## config.mk

```make
export PLATFORM = sky130hd
export DESIGN_NAME = mc_regbus_top
export DESIGN_NICKNAME = d
export VERILOG_FILES = /design/src/source/mc_pkg.sv /design/src/source/mc_regbus_top.sv /design/src/source/reg_read_mux.sv /design/src/source/board_regs.sv /design/src/source/axis_channel.sv /design/src/source/safety_check.sv /design/src/source/rt_write_merge.sv
export SDC_FILE = /design/constraint.sdc
export NUM_CORES = 1
export LEC_CHECK = 0
export BUFFER_PORTS_ARGS = -buffer_cell sky130_fd_sc_hd__buf_2
export CAP_MARGIN = 30
export CORE_MARGIN = 5
export CORE_UTILIZATION = 40
export CTS_CLUSTER_SIZE = 24
export DETAILED_ROUTE_END_ITERATION = 16
export HOLD_SLACK_MARGIN = 0.08
export PLACE_DENSITY = 0.7
export SYNTH_ARGS = -nofsm -noshare
export SYNTH_HDL_FRONTEND = slang
export SYNTH_SLANG_ARGS = --single-unit
```

## constraint.sdc

```tcl
create_clock -name sysclk -period 5.2 [get_ports sysclk]
set_clock_uncertainty 0.15 [all_clocks]
set_input_delay 0 -clock sysclk [delete_from_list [all_inputs] [get_ports sysclk]]
set_output_delay 0 -clock sysclk [all_outputs]
set_load 0.01 [all_outputs]
```

## src/source/mc_pkg.sv

```systemverilog
package mc_pkg;

    // --------------------
    // bus and axis sizes
    localparam int NUM_AXES  = 4;
    localparam int ADDR_W    = 16;   // register address
    localparam int DATA_W    = 32;   // one quadlet
    localparam int CMD_W     = 16;   // dac command and current feedback
    localparam int RT_ADDR_W = 3;    // real-time block index
    localparam int RT_LEN    = 5;    // four dac quadlets then the status word

    // --------------------
    // address fields
    // addr[15:12] space, addr[7:4] channel, addr[3:0] offset
    localparam logic [3:0] ADDR_MAIN  = 4'h0;  // the only space with registers
    localparam logic [3:0] CHAN_BOARD = 4'd0;  // axes sit on channels 1..4

    // offsets inside a channel
    localparam logic [3:0] OFF_STATUS   = 4'd0;  // board channel only
    localparam logic [3:0] OFF_ADC_DATA = 4'd0;  // feedback readback
    localparam logic [3:0] OFF_DAC_CTRL = 4'd1;  // current command

    // --------------------
    // current loop values, offset binary
    localparam logic [CMD_W-1:0] MIDSCALE = 16'h8000;  // zero current

    // safety trip
    localparam int               SAFETY_COUNT  = 4;       // consecutive samples
    localparam logic [CMD_W-1:0] SAFETY_MARGIN = 16'd256; // slack over 2*|cmd|

    // --------------------
    // status word layout
    localparam int ST_AMP_EN_LSB   = 0;   // amp enable values
    localparam int ST_AMP_MASK_LSB = 8;   // write mask, safety disables on read
    localparam int ST_PWR_EN       = 18;  // power enable value
    localparam int ST_PWR_MASK     = 19;  // power write mask
    localparam int ST_BOARD_ID_LSB = 28;  // rotary switch id

endpackage
```

## src/source/mc_regbus_top.sv

```systemverilog
`timescale 1ns/1ns

module mc_regbus_top import mc_pkg::*; (
    input  logic                      sysclk,
    input  logic                      arst_n,
    input  logic                      host_wen,
    input  logic [ADDR_W-1:0]         host_waddr,
    input  logic [DATA_W-1:0]         host_wdata,
    input  logic [ADDR_W-1:0]         raddr,
    output logic [DATA_W-1:0]         rdata,
    input  logic                      rt_wen,
    input  logic [RT_ADDR_W-1:0]      rt_waddr,
    input  logic [DATA_W-1:0]         rt_wdata,
    input  logic [NUM_AXES*CMD_W-1:0] cur_fb,      // axis 1 in the low bits
    input  logic [3:0]                board_id,
    output logic [NUM_AXES*CMD_W-1:0] dac_cmd,
    output logic [NUM_AXES-1:0]       amp_enable,
    output logic                      pwr_enable
);

    // shared write bus
    logic                       reg_wen;
    logic [ADDR_W-1:0]          reg_waddr;
    logic [DATA_W-1:0]          reg_wdata;

    logic [NUM_AXES-1:0]        clear_disable;   // board -> axes
    logic [NUM_AXES-1:0]        safety_disable;  // axes -> board
    logic [DATA_W-1:0]          status_word;
    logic [NUM_AXES*DATA_W-1:0] axis_words;      // one read word per axis

    // --------------------
    // write bus source
    rt_write_merge u_merge (
        .sysclk     (sysclk),
        .arst_n     (arst_n),
        .host_wen   (host_wen),
        .host_waddr (host_waddr),
        .host_wdata (host_wdata),
        .rt_wen     (rt_wen),
        .rt_waddr   (rt_waddr),
        .rt_wdata   (rt_wdata),
        .reg_wen    (reg_wen),
        .reg_waddr  (reg_waddr),
        .reg_wdata  (reg_wdata)
    );

    // channel 0
    board_regs u_board (
        .sysclk         (sysclk),
        .arst_n         (arst_n),
        .reg_wen        (reg_wen),
        .reg_waddr      (reg_waddr),
        .reg_wdata      (reg_wdata),
        .board_id       (board_id),
        .safety_disable (safety_disable),
        .clear_disable  (clear_disable),
        .amp_enable     (amp_enable),
        .pwr_enable     (pwr_enable),
        .status_word    (status_word)
    );

    // --------------------
    // axes on channels 1..4
    for (genvar i = 0; i < NUM_AXES; i++) begin : g_axis
        axis_channel #(.CHAN(i + 1)) u_axis (
            .sysclk        (sysclk),
            .arst_n        (arst_n),
            .reg_wen       (reg_wen),
            .reg_waddr     (reg_waddr),
            .reg_wdata     (reg_wdata),
            .cur_fb        (cur_fb[i*CMD_W +: CMD_W]),
            .clear_disable (clear_disable[i]),
            .raddr_off     (raddr[3:0]),
            .dac_cmd       (dac_cmd[i*CMD_W +: CMD_W]),
            .amp_disable   (safety_disable[i]),
            .rd_word       (axis_words[i*DATA_W +: DATA_W])
        );
    end

    // registered read path
    reg_read_mux u_rmux (
        .sysclk      (sysclk),
        .arst_n      (arst_n),
        .raddr       (raddr),
        .status_word (status_word),
        .axis_words  (axis_words),
        .rdata       (rdata)
    );

endmodule

```

## src/source/reg_read_mux.sv

```systemverilog
`timescale 1ns/1ns

module reg_read_mux import mc_pkg::*; (
    input  logic                         sysclk,
    input  logic                         arst_n,
    input  logic [ADDR_W-1:0]            raddr,
    input  logic [DATA_W-1:0]            status_word,
    input  logic [NUM_AXES*DATA_W-1:0]   axis_words,
    output logic [DATA_W-1:0]            rdata
);

    logic [3:0]        rd_space;
    logic [3:0]        rd_chan;
    logic [3:0]        rd_off;
    logic [DATA_W-1:0] rd_sel;   // word picked this cycle

    assign rd_space = raddr[15:12];
    assign rd_chan  = raddr[7:4];
    assign rd_off   = raddr[3:0];

    // --------------------
    // decode
    always_comb begin
        if (rd_space != ADDR_MAIN) begin
            rd_sel = '0;                                  // other spaces dropped
        end else if (rd_chan == CHAN_BOARD) begin
            rd_sel = (rd_off == OFF_STATUS) ? status_word : '0;
        end else if (rd_chan <= 4'(NUM_AXES)) begin
            rd_sel = axis_words[(int'(rd_chan) - 1) * DATA_W +: DATA_W];
        end else begin
            rd_sel = '0;                                  // no such axis
        end
    end

    always_ff @(posedge sysclk or negedge arst_n) begin
        if (!arst_n) begin
            rdata <= '0;
        end else begin
            rdata <= rd_sel;
        end
    end

    // any access outside the main space returns zero next cycle
    assert property (@(posedge sysclk) disable iff (!arst_n)
        (rd_space != ADDR_MAIN) |=> (rdata == '0))
        else $error("reg_read_mux: nonzero data from space %0h", $past(rd_space));

endmodule

```

## src/source/board_regs.sv

```systemverilog
`timescale 1ns/1ns

module board_regs import mc_pkg::*; (
    input  logic                sysclk,
    input  logic                arst_n,
    input  logic                reg_wen,
    input  logic [ADDR_W-1:0]   reg_waddr,
    input  logic [DATA_W-1:0]   reg_wdata,
    input  logic [3:0]          board_id,
    input  logic [NUM_AXES-1:0] safety_disable,
    output logic [NUM_AXES-1:0] clear_disable,
    output logic [NUM_AXES-1:0] amp_enable,
    output logic                pwr_enable,
    output logic [DATA_W-1:0]   status_word
);

    logic                status_wr;  // write to channel 0 status
    logic [NUM_AXES-1:0] amp_mask;   // axes touched by this write
    logic [NUM_AXES-1:0] amp_val;
    logic                pwr_set;    // power mask with value 1
    logic [NUM_AXES-1:0] amp_en_q;   // requested amp enables

    assign status_wr = reg_wen
                    && (reg_waddr[15:12] == ADDR_MAIN)
                    && (reg_waddr[7:4] == CHAN_BOARD)
                    && (reg_waddr[3:0] == OFF_STATUS);

    assign amp_mask = reg_wdata[ST_AMP_MASK_LSB +: NUM_AXES];
    assign amp_val  = reg_wdata[ST_AMP_EN_LSB +: NUM_AXES];
    assign pwr_set  = reg_wdata[ST_PWR_MASK] & reg_wdata[ST_PWR_EN];

    // --------------------
    // masked enable writes
    always_ff @(posedge sysclk or negedge arst_n) begin
        if (!arst_n) begin
            amp_en_q   <= '0;
            pwr_enable <= 1'b0;
        end else if (status_wr) begin
            amp_en_q <= (amp_en_q & ~amp_mask) | (amp_val & amp_mask);
            if (reg_wdata[ST_PWR_MASK]) begin
                pwr_enable <= reg_wdata[ST_PWR_EN];
            end
        end
    end

    // clear pulse rides on the write cycle itself
    // so the latch drops on the same edge the enable sets
    assign clear_disable = {NUM_AXES{status_wr}}
                         & ((amp_mask & amp_val) | {NUM_AXES{pwr_set}});

    // effective enables, power and safety gate each axis
    assign amp_enable = amp_en_q & {NUM_AXES{pwr_enable}} & ~safety_disable;

    // --------------------
    // status readback
    always_comb begin
        status_word = '0;
        status_word[ST_AMP_EN_LSB +: NUM_AXES]   = amp_enable;
        status_word[ST_AMP_MASK_LSB +: NUM_AXES] = safety_disable;  // trip bits
        status_word[ST_PWR_EN]                   = pwr_enable;
        status_word[ST_BOARD_ID_LSB +: 4]        = board_id;
    end

endmodule

```

## src/source/axis_channel.sv

```systemverilog
`timescale 1ns/1ns

module axis_channel import mc_pkg::*; #(
    parameter int CHAN = 1               // axis channel, 1..4
) (
    input  logic              sysclk,
    input  logic              arst_n,
    input  logic              reg_wen,
    input  logic [ADDR_W-1:0] reg_waddr,
    input  logic [DATA_W-1:0] reg_wdata,
    input  logic [CMD_W-1:0]  cur_fb,
    input  logic              clear_disable,
    input  logic [3:0]        raddr_off,
    output logic [CMD_W-1:0]  dac_cmd,
    output logic              amp_disable,
    output logic [DATA_W-1:0] rd_word
);

    logic             dac_wr;  // dac write to this channel
    logic [CMD_W-1:0] fb_q;    // feedback sample

    assign dac_wr = reg_wen
                 && (reg_waddr[15:12] == ADDR_MAIN)
                 && (reg_waddr[7:4] == 4'(CHAN))
                 && (reg_waddr[3:0] == OFF_DAC_CTRL);

    // --------------------
    // current command
    always_ff @(posedge sysclk or negedge arst_n) begin
        if (!arst_n) begin
            dac_cmd <= MIDSCALE;              // zero current out of reset
        end else if (dac_wr) begin
            dac_cmd <= reg_wdata[CMD_W-1:0];
        end
    end

    // feedback taken every cycle
    always_ff @(posedge sysclk) begin
        fb_q <= cur_fb;
    end

    // readback by offset
    always_comb begin
        case (raddr_off)
            OFF_ADC_DATA: rd_word = {{(DATA_W - CMD_W){1'b0}}, fb_q};
            OFF_DAC_CTRL: rd_word = {{(DATA_W - CMD_W){1'b0}}, dac_cmd};
            default:      rd_word = '0;       // unused offsets
        endcase
    end

    // overcurrent watch on the sampled feedback
    safety_check u_safety (
        .sysclk        (sysclk),
        .arst_n        (arst_n),
        .cur_in        (fb_q),
        .cmd_in        (dac_cmd),
        .clear_disable (clear_disable),
        .amp_disable   (amp_disable)
    );

endmodule

```

## src/source/safety_check.sv

```systemverilog
`timescale 1ns/1ns

module safety_check import mc_pkg::*; (
    input  logic             sysclk,
    input  logic             arst_n,
    input  logic [CMD_W-1:0] cur_in,
    input  logic [CMD_W-1:0] cmd_in,
    input  logic             clear_disable,
    output logic             amp_disable
);

    localparam int CNT_W = $clog2(SAFETY_COUNT + 1);

    logic [CMD_W-1:0]        cur_mag;    // |feedback| around midscale
    logic [CMD_W-1:0]        cmd_mag;    // |command| around midscale
    logic [CMD_W+1:0]        cur_limit;  // 2*|cmd| + margin, room for the carry
    logic                    over;       // this sample is overcurrent
    logic [CNT_W-1:0]        over_cnt;   // run length so far
    logic [SAFETY_COUNT-1:0] over_hist;  // recent over samples, newest in bit 0

    // offset binary to magnitude
    assign cur_mag = (cur_in >= MIDSCALE) ? (cur_in - MIDSCALE) : (MIDSCALE - cur_in);
    assign cmd_mag = (cmd_in >= MIDSCALE) ? (cmd_in - MIDSCALE) : (MIDSCALE - cmd_in);

    assign cur_limit = {1'b0, cmd_mag, 1'b0} + (CMD_W + 2)'(SAFETY_MARGIN);
    assign over      = ((CMD_W + 2)'(cur_mag) > cur_limit);

    // --------------------
    // persistence count and latch
    always_ff @(posedge sysclk or negedge arst_n) begin
        if (!arst_n) begin
            over_cnt    <= '0;
            amp_disable <= 1'b0;
        end else if (clear_disable) begin
            over_cnt    <= '0;             // re-enable restarts the run too
            amp_disable <= 1'b0;
        end else if (over) begin
            if (over_cnt == CNT_W'(SAFETY_COUNT - 1)) begin
                amp_disable <= 1'b1;       // held until cleared
            end else begin
                over_cnt <= over_cnt + 1'b1;
            end
        end else begin
            over_cnt <= '0;                // run broken
        end
    end

    // sample history for the latch check
    always_ff @(posedge sysclk or negedge arst_n) begin
        if (!arst_n) begin
            over_hist <= '0;
        end else begin
            over_hist <= {over_hist[SAFETY_COUNT-2:0], over};
        end
    end

    // latch only rises at the end of a full overcurrent run
    assert property (@(posedge sysclk) disable iff (!arst_n)
        $rose(amp_disable) |-> (&over_hist))
        else $error("safety_check: disable without %0d overcurrent samples",
                    SAFETY_COUNT);

endmodule

```

## src/source/rt_write_merge.sv

```systemverilog
`timescale 1ns/1ns

module rt_write_merge import mc_pkg::*; (
    input  logic                 sysclk,
    input  logic                 arst_n,
    input  logic                 host_wen,
    input  logic [ADDR_W-1:0]    host_waddr,
    input  logic [DATA_W-1:0]    host_wdata,
    input  logic                 rt_wen,
    input  logic [RT_ADDR_W-1:0] rt_waddr,
    input  logic [DATA_W-1:0]    rt_wdata,
    output logic                 reg_wen,
    output logic [ADDR_W-1:0]    reg_waddr,
    output logic [DATA_W-1:0]    reg_wdata
);

    logic [DATA_W-1:0]    rt_buf [RT_LEN];  // block quadlets as received
    logic                 busy;             // replay owns the write bus
    logic [RT_ADDR_W-1:0] rt_cnt;           // quadlet on the bus now
    logic                 rt_last;          // status quadlet, end of replay
    logic [3:0]           rp_chan;          // axis channel of quadlets 0..3

    // --------------------
    // block buffer
    always_ff @(posedge sysclk) begin
        if (rt_wen && (rt_waddr < RT_ADDR_W'(RT_LEN))) begin
            rt_buf[rt_waddr] <= rt_wdata;
        end
    end

    // --------------------
    // replay sequencer
    assign rt_last = (rt_cnt == RT_ADDR_W'(RT_LEN - 1));

    always_ff @(posedge sysclk or negedge arst_n) begin
        if (!arst_n) begin
            busy   <= 1'b0;
            rt_cnt <= '0;
        end else if (rt_wen && (rt_waddr == RT_ADDR_W'(RT_LEN - 1))) begin
            busy   <= 1'b1;              // status quadlet arrived, start replay
            rt_cnt <= '0;
        end else if (busy) begin
            busy   <= !rt_last;          // drop after the status write
            rt_cnt <= rt_last ? '0 : rt_cnt + 1'b1;
        end
    end

    assign rp_chan = 4'(rt_cnt) + 4'd1;  // quadlet 0 -> axis 1

    // --------------------
    // bus merge, replay wins
    always_comb begin
        if (busy) begin
            reg_wen = 1'b1;
            if (rt_last) begin
                reg_waddr = {ADDR_MAIN, 4'd0, CHAN_BOARD, OFF_STATUS};
                reg_wdata = rt_buf[rt_cnt];            // full status word
            end else begin
                reg_waddr = {ADDR_MAIN, 4'd0, rp_chan, OFF_DAC_CTRL};
                reg_wdata = {{(DATA_W - CMD_W){1'b0}}, rt_buf[rt_cnt][CMD_W-1:0]};
            end
        end else begin
            reg_wen   = host_wen;
            reg_waddr = host_waddr;
            reg_wdata = host_wdata;
        end
    end

    // block index stays inside the five quadlets
    assert property (@(posedge sysclk) disable iff (!arst_n)
        rt_wen |-> (rt_waddr < RT_ADDR_W'(RT_LEN)))
        else $error("rt_write_merge: block address %0d out of range", rt_waddr);

    // a host write during replay never reaches the registers
    assert property (@(posedge sysclk) disable iff (!arst_n)
        busy |-> !host_wen)
        else $error("rt_write_merge: host write lost during replay");

endmodule

```

---- After elaboration in Yosys (flattened, before gate mapping) ----
Memory sizes are Yosys's and may differ from the RTL's.
Index checks and enable logic that the tools add are counted.
storage, ports and cells
  output and inout bits ................... 101
  input port bits ......................... 171
  memory bits (writable) .................. 160
  register bits ........................... 185
  memories ................................ 1
  logic and storage cells ................. 176
cells by class
  bitwise logic cells ..................... 10
  shift-type cells ........................ 1
  equal/unequal tests ..................... 16
  add/sub/neg operators ................... 27
  magnitude comparators ................... 14
  reduce and logical (&&, ||, !) cells .... 34
  mux-type cells .......................... 52
memory list
  memory          depth  width  read ports  clocked after Yosys merged registers in  wr ports  RTL line              text
  u_merge.rt_buf  5      32     1           0                                        1         rt_write_merge.sv:17  logic [DATA_W-1:0] rt_buf [RT_LEN];
operator list
  operator                  count
  $mux W16                  9
  $ge A16 B16 Y1 const B    8
  $mux W32                  4
  $pmux W16 S2              4
  $shiftx A128 B32 Y32      1
  $sub A16 B16 Y16 const A  8
  $sub A16 B16 Y16 const B  8
  $add A17 B9 Y18 const B   4
  $gt A16 B18 Y1            4
  $mux W3                   15
  $mux W20                  2
  $and A4 B4 Y4             5
  $logic_not A4 Y1          5
  $reduce_bool A2 Y1        9
  $mux W1                   17
  $add A3 B1 Y3 const B     5
  $logic_and A1 B1 Y1       13
  $eq A3 B2 Y1 const B      4
  $eq A4 B1 Y1 const B      3
  $ne A3 B3 Y1 const B      4
  $reduce_and A2 Y1         5
  $eq A4 B2 Y1 const B      2
  $mux W8                   1
  $not A4 Y4                2
  other kinds (10)          12

---- Logic depth before layout (Yosys ltp) ----
  depth in word-level cells ............... 10
  mapped depth ............................ 19
  gate-level depth less buffers ........... 19

---- Hierarchy ----
From an unflattened synthesis, not the netlist that was laid out.
second synthesis, totals
  cells, all modules ...................... 1582
  area total of the unflattened synthesis .. 17777.0 um^2
by module, submodules not included
  module                                        area an instance (um^2)  cells each  instances  sequential area each (um^2)
  axis_channel                                  1332.5                   91          4          721.9
  rt_write_merge                                4232.8                   276         1          2982.9
  safety_check (g_axis[0].u_axis.u_safety ...)  1372.6                   181         3          100.1
  reg_read_mux                                  1990.7                   123         1          800.8
  safety_check (g_axis[2].u_axis.u_safety)      1482.7                   198         1          100.1
  board_regs                                    623.1                    78          1          125.1

---- Worst setup path after synthesis ----
No wires, ideal clock.
  path kind ............................... flip-flop to flip-flop
  from .................................... register g_axis[1].u_axis.dac_cmd[0]
  to ...................................... register g_axis[1].u_axis.u_safety.amp_disable
  library setup time ...................... 149 ps
  period minus slack after synthesis ...... 3838 ps
  path buffers ............................ 0
  data required time ...................... 4901 ps
  data arrival time ....................... 3539 ps
  stages on the path, launching flop included .. 20
  slack ................................... 1362 ps
  cell sequence ........................... dfrtp_1 > inv_1 > ha_1 > or4b_1 > nor3_2 > a21oi_1 > xor2_1 > ha_1 > and2_1 > mux2i_1 > a21oi_1 > o21ai_0 > xnor2_1 > ha_1 > nand4_1 > nor2_1 > nand2_1 > and3_1 > o311ai_1 > o22ai_1
between the ends
  cells in the longest elaborated chain, start to end .. 6
  elaborated cells between the ends (all ways) .. 8
  classes of those cells .................. 3 x add/sub; 2 x order compare; 1 x mux; 2 x reduce/logical
ends and longest elaborated chain
  element                                             RTL line            text
  start, declared                                     axis_channel.sv:14  output logic [CMD_W-1:0] dac_cmd,
  start signal, assigned                              axis_channel.sv:33  dac_cmd <= reg_wdata[CMD_W-1:0];
  $sub A16 B16 Y16 or $ge A16 B16 Y1 (tied branches)  safety_check.sv:23  assign cmd_mag = (cmd_in >= MIDSCALE) ? (cmd_in - MIDSCALE) : (MIDSCALE - cmd_in);
  $mux W16 *                                          safety_check.sv:23
  $add A17 B9 Y18 *                                   safety_check.sv:25  assign cur_limit = {1'b0, cmd_mag, 1'b0} + (CMD_W + 2)'(SAFETY_MARGIN);
  $gt A16 B18 Y1 *                                    safety_check.sv:26  assign over = ((CMD_W + 2)'(cur_mag) > cur_limit);
  $reduce_bool A2 Y1 (no line) *                      -
  $reduce_and A2 Y1 (no line) *                       -
  end signal, assigned                                safety_check.sv:33  amp_disable <= 1'b0;
  end signal, assigned                                safety_check.sv:36  amp_disable <= 1'b0;
  end signal, assigned                                safety_check.sv:39  amp_disable <= 1'b1;
  end, declared                                       safety_check.sv:9   output logic amp_disable
Every way passes the cells marked *; elsewhere a longest branch is shown, timed or not.
A chain may end at the register's enable or synchronous reset.

---- Final worst setup path ----
  from .................................... register g_axis[1].u_axis.dac_cmd[0]
  to ...................................... register g_axis[1].u_axis.u_safety.over_cnt[1]
between the ends
  cells in the longest elaborated chain, start to end .. 6
  elaborated cells between the ends (all ways) .. 9
  classes of those cells .................. 3 x add/sub; 2 x order compare; 1 x eq/ne; 3 x mux
ends and longest elaborated chain
  element                                             RTL line            text
  $sub A16 B16 Y16 or $ge A16 B16 Y1 (tied branches)  safety_check.sv:23
  $mux W16 *                                          safety_check.sv:23
  $add A17 B9 Y18 *                                   safety_check.sv:25
  $gt A16 B18 Y1 *                                    safety_check.sv:26
  $mux W3                                             safety_check.sv:37  end else if (over) begin
  $mux W3                                             safety_check.sv:34  end else if (clear_disable) begin
  end signal, assigned                                safety_check.sv:41  over_cnt <= over_cnt + 1'b1;
  end, declared                                       safety_check.sv:18  logic [CNT_W-1:0] over_cnt;
Marked as above.

==> impl_summary.txt <==
----------------------------------------------------
[Outcome]
  Result of the run ... complete, no violations

[Power and ir drop]
  Pwr Total ... 10.7 mW
  Largest vdd supply drop ... 0.334 mV
  Share of total power in the clock network ... 19.4%
  Pwr Density ... 553 nW/µm²
  Switching Power ... 4.67 mW
  Proportion of total power due to net switching ... 43.8%
  Leakage power ... 8.25 nW
  Combinational power share ... 48.7%
  Sequential share of power ... 31.9%
  Internal power of the cells ... 6.00 mW

[Final layout]
  Final std cell area, no fill ... 19,300 µm²
  Final cell count without fillers ... 2,300
  Sequential cell area ... 6500 µm²
  Layout cells sized above 1 ... 19.2%
  Fin nets ... 2,063
  Fill cell total of the finished layout ... 3,134
  Total area of multi-input combinational cells ... 7840 µm²
  Area growth from synthesis to layout ... 29.6%

[Clock network]
  Number of sinks driven by the clock tree ... 256
  Clock-pin slew of the registers on the worst-case setup and hold paths ... 0.06 ns
  Post-CTS setup buffer count ... 0
  Clock tree buffer depth ... 3
  # H-tree levels ... 1
  CTS tree ... built
  Count of hold buffers inserted by post-cts repair ... 195
  Root buffer cell ... sky130_fd_sc_hd__clkbuf_16
  Inserted Clock Buffers ... 29
  Post-CTS Resized ... 0
  Clock Latency Late Sink ... 0.56 ns

[Critical path]
  Total buffers and inverters traversed by the critical path ... 1
  Largest delay contributor family on the critical path ... simple AND/OR/NAND/NOR gates
  Reg-to-Reg Start ... g_axis[1].u_axis.dac_cmd[0]
  Cell-by-cell listing of the critical path ... inv_1 -> ha_1 -> or4b_1 -> nor3_2 -> a21oi_1 -> xor2_1 -> ha_1 -> and2_1 -> mux2i_1 -> a21oi_1 -> o21ai_0 -> xnor2_1 -> ha_1 -> nand4_1 -> nor2_1 -> o31ai_1 -> o2111ai_1 -> o311ai_1 -> nor3_1
  Maximum fanout along the worst path ... 8
  Capturing element type of the critical path ... register
  Worst flop-to-flop path endpoint ... g_axis[1].u_axis.u_safety.over_cnt[1]
  Critical Path Max Stage Delay ... 0.49 ns
  Worst Path Class, Setup ... reg -> reg
  Worst-case reg-to-reg path depth ... 19
  Timing startpoint of the critical path ... g_axis[1].u_axis.dac_cmd[0]
  Data arrival time of the critical path ... 4.78 ns
  Startpoint Class ... register
  Slowest-stage cell, CP ... sky130_fd_sc_hd__or4b_1
  Flop-to-flop setup slack ... 0.74 ns
  CP endpoint ... g_axis[1].u_axis.u_safety.over_cnt[1]
  Levels on crit path ... 19
  Critical Path Most Common Cell ... sky130_fd_sc_hd__ha_1
  Required arrival time at the worst endpoint ... 5.52 ns

[Yosys]
  Largest area contributor in the synthesized netlist ... sky130_fd_sc_hd__dfrtp_1
  Part of the Yosys area used for sequential elements ... 43.7%
  Yosys Warn Count ... 0
  Most instantiated library cell after synthesis ... sky130_fd_sc_hd__nor2_1
  Post-synthesis cell type count ... 77
  Post-synth ARST share ... 43.0%
  Post-Syn Area ... 14,900 µm²
  Area share of the largest cell type after synthesis ... 17.8%
  Post-Synthesis Mean Instance Area ... 10.4 µm²
  Cell count after synthesis ... 1,434
  Top_reg_cell synth ... sky130_fd_sc_hd__dfrtp_1
  Synth top area cells ... sky130_fd_sc_hd__dfrtp_1, sky130_fd_sc_hd__edfxtp_1, sky130_fd_sc_hd__dfxtp_1
  Number of enable flip-flop cells after synthesis ... 82
  Synth Register Bits ... 256
  Commonest cells in the synthesized netlist ... sky130_fd_sc_hd__nor2_1, sky130_fd_sc_hd__dfrtp_1, sky130_fd_sc_hd__a21oi_1, sky130_fd_sc_hd__ha_1, sky130_fd_sc_hd__edfxtp_1

[Floorplanning]
  Die Wd ... 203 µm
  Top-level I/O count ... 272
  Die outline height ... 203 µm
  Area of the placeable core ... 36,700 µm²
  Starting utilization of the core area ... 40.6%
  Core Rows ... 70
  Floorplan die area ... 41,200 µm²

[Placement]
  Worst slack, placed ... 0.772 ns
  Hpwl dp ... 35.4 mm
  GP Congestion ... 0.926
  # port buffers ... 224
  Cell Count Post-Placement ... 2,050
  Post-Place Cell Area ... 16,400 µm²

[Routing]
  Average detailed-routed wire length per instance ... 22.5 µm
  Detailed-router iteration count before antenna repair ... 5
  Overall routed net length ... 51.7 mm
  Vias per inst ... 5.78
  Remaining DRCs ... 0
  Detailed-route via count ... 13,283
  Antenna violation net count after detailed routing ... 0
  Initial drt markers ... 1,296

[Timing]
  PnR worst setup slack ... 0.740 ns
  Worst slew slack as a fraction of its limit ... 35.1%
  Final Hold Vio Count ... 0
  Total negative setup slack ... 0 ns
  Actual slew at the worst max-slew pin ... 0.972 ns
  Max frequency ... 224 MHz
  Minimum clock period after layout ... 4.46 ns
  Max-slew violation total from the final report ... 0
  Final setup fails ... 0
  RSZ-0062 raised after global routing ... false
  Final worst path period share ... 85.8%

[Global route]
  Antenna violations before repair ... 3
  Overflow left after global routing ... 0
  Global-route wire length before repair ... 79.2 mm
  Global Route Usage Sum ... 24.5%
  Vias in the first global route ... 13,377
  Pin count of the biggest net entering global routing ... 67

[Hold path]
  HP Class ... in -> reg

[Job]
  # Max-Cap Violations ... 0

----------------------------------------------------
## power by group through the flow
stage	clock network [mW]	logic [mW]	registers (mW)
floorplan	0	3.81	2.93
global placement	0	4.88	3.39
detailed placement	0	4.99	3.42
CTS	2.09	5.14	3.38
global route	2.18	5.76	3.47
finish	2.07	5.19	3.41
## worst register-to-register path: cells and delay by family (launching register included)
kind                       cells  cell delay (ns)
AOI/OAI and AO/OA              6             0.90
and+or+nand+nor                6             1.48
xor gates and xnor gates       2             0.27
muxes                          1             0.23
buffers and inverters          1             0.09
adders and majority gates      3             0.78
DFF                            1             0.47
## layout make-up
| cell class | instances | area share, % |
|---|---|---|
| repair buffers | 431 | 16.5 |
| diodes | 2 | 0.0259 |
| inverters | 62 | 1.21 |
| flip-flops and latches | 256 | 33.7 |
| clock buffers | 35 | 4.19 |
| multi-input cells | 1028 | 40.6 |
| well taps | 468 | 3.03 |
| clock inverters | 18 | 0.784 |
## sequential cells by signal, indices dropped and copies added (netlist names)
signal / flops
u_rmux.rdata: 21
u_board.pwr_enable: 1
g_axis.u_axis.dac_cmd: 64
g_axis.u_axis.fb_q: 64
u_merge.rt_buf: 82
u_merge.rt_cnt: 3
u_board.amp_en_q: 4
g_axis.u_axis.u_safety.over_cnt: 12
g_axis.u_axis.u_safety.amp_disable: 4
u_merge.busy: 1
## layout by cell type (no fill, tap or decap), types with 21 or more instances in the layout
master,n
sky130_fd_sc_hd__a21oi_1,88
sky130_fd_sc_hd__a221oi_1,64
sky130_fd_sc_hd__a31oi_1,27
sky130_fd_sc_hd__and3_1,21
sky130_fd_sc_hd__buf_2,223
sky130_fd_sc_hd__clkbuf_16,30
sky130_fd_sc_hd__dfrtp_1,106
sky130_fd_sc_hd__dfxtp_1,64
sky130_fd_sc_hd__dlygate4sd3_1,194
sky130_fd_sc_hd__edfxtp_1,82
sky130_fd_sc_hd__ha_1,84
sky130_fd_sc_hd__inv_1,62
sky130_fd_sc_hd__mux2_1,44
sky130_fd_sc_hd__mux2_2,26
sky130_fd_sc_hd__mux2i_1,21
sky130_fd_sc_hd__nand2_1,39
sky130_fd_sc_hd__nor2_1,121
sky130_fd_sc_hd__nor2b_1,24
sky130_fd_sc_hd__nor3_1,66
sky130_fd_sc_hd__nor4_1,24
sky130_fd_sc_hd__o21ai_0,21
sky130_fd_sc_hd__xnor2_1,73
sky130_fd_sc_hd__xor2_1,58
## routing by layer
metal | wire (µm) | share of wire, % | up-vias | global-route usage (%)
li1 | - | - | 6079 | -
met1 | 21100 | 41 | 6438 | 32.1
met2 | 24100 | 47 | 651 | 40.1
met3 | 4480 | 8.7 | 113 | 5.80
met4 | 1940 | 3.8 | 2 | 8.15
met5 | 7 | 0.014 | - | 0
## worst min-delay path by stage
stage	startpoint	to	slack (ns)	depth (start not counted)
2_1_floorplan	arst_n	g_axis[0].u_axis.dac_cmd[0]	-0.45	0
3_3_place_gp	cur_fb[57]	g_axis[3].u_axis.fb_q[9]	-0.05	1
3_5_place_dp	cur_fb[38]	g_axis[2].u_axis.fb_q[6]	-0.05	1
4_1_cts	rt_wdata[7]	u_merge.rt_buf[3][7]	0.08	2
5_1_grt	rt_wdata[9]	u_merge.rt_buf[1][9]	0.09	2
6_report	rt_wdata[7]	u_merge.rt_buf[2][7]	0.09	2
## cell families (layout without fill, tap and decap cells)
family | Yosys count | after routing | synth area share [%]
compound gates | 291 | 291 | 13.6
xor+xnor | 131 | 131 | 7.70
fa+ha+maj | 84 | 84 | 7.06
buf+inv | 160 | 546 | 4.39
flops | 256 | 256 | 43.7
mux | 107 | 107 | 9.12
other cells | 1 | 13 | 0.0252
simple gates | 404 | 404 | 14.4
## through the flow
stage	util, %	hold slack [ns]
final	52.6	0.0877
after global routing	52.6	0.0913
after CTS	52.6	0.0802
after detailed placement	44.6	-0.0464
after global placement	44.6	-0.0462
after floorplan	-	-0.446
(Power assumes the default switching activity.)
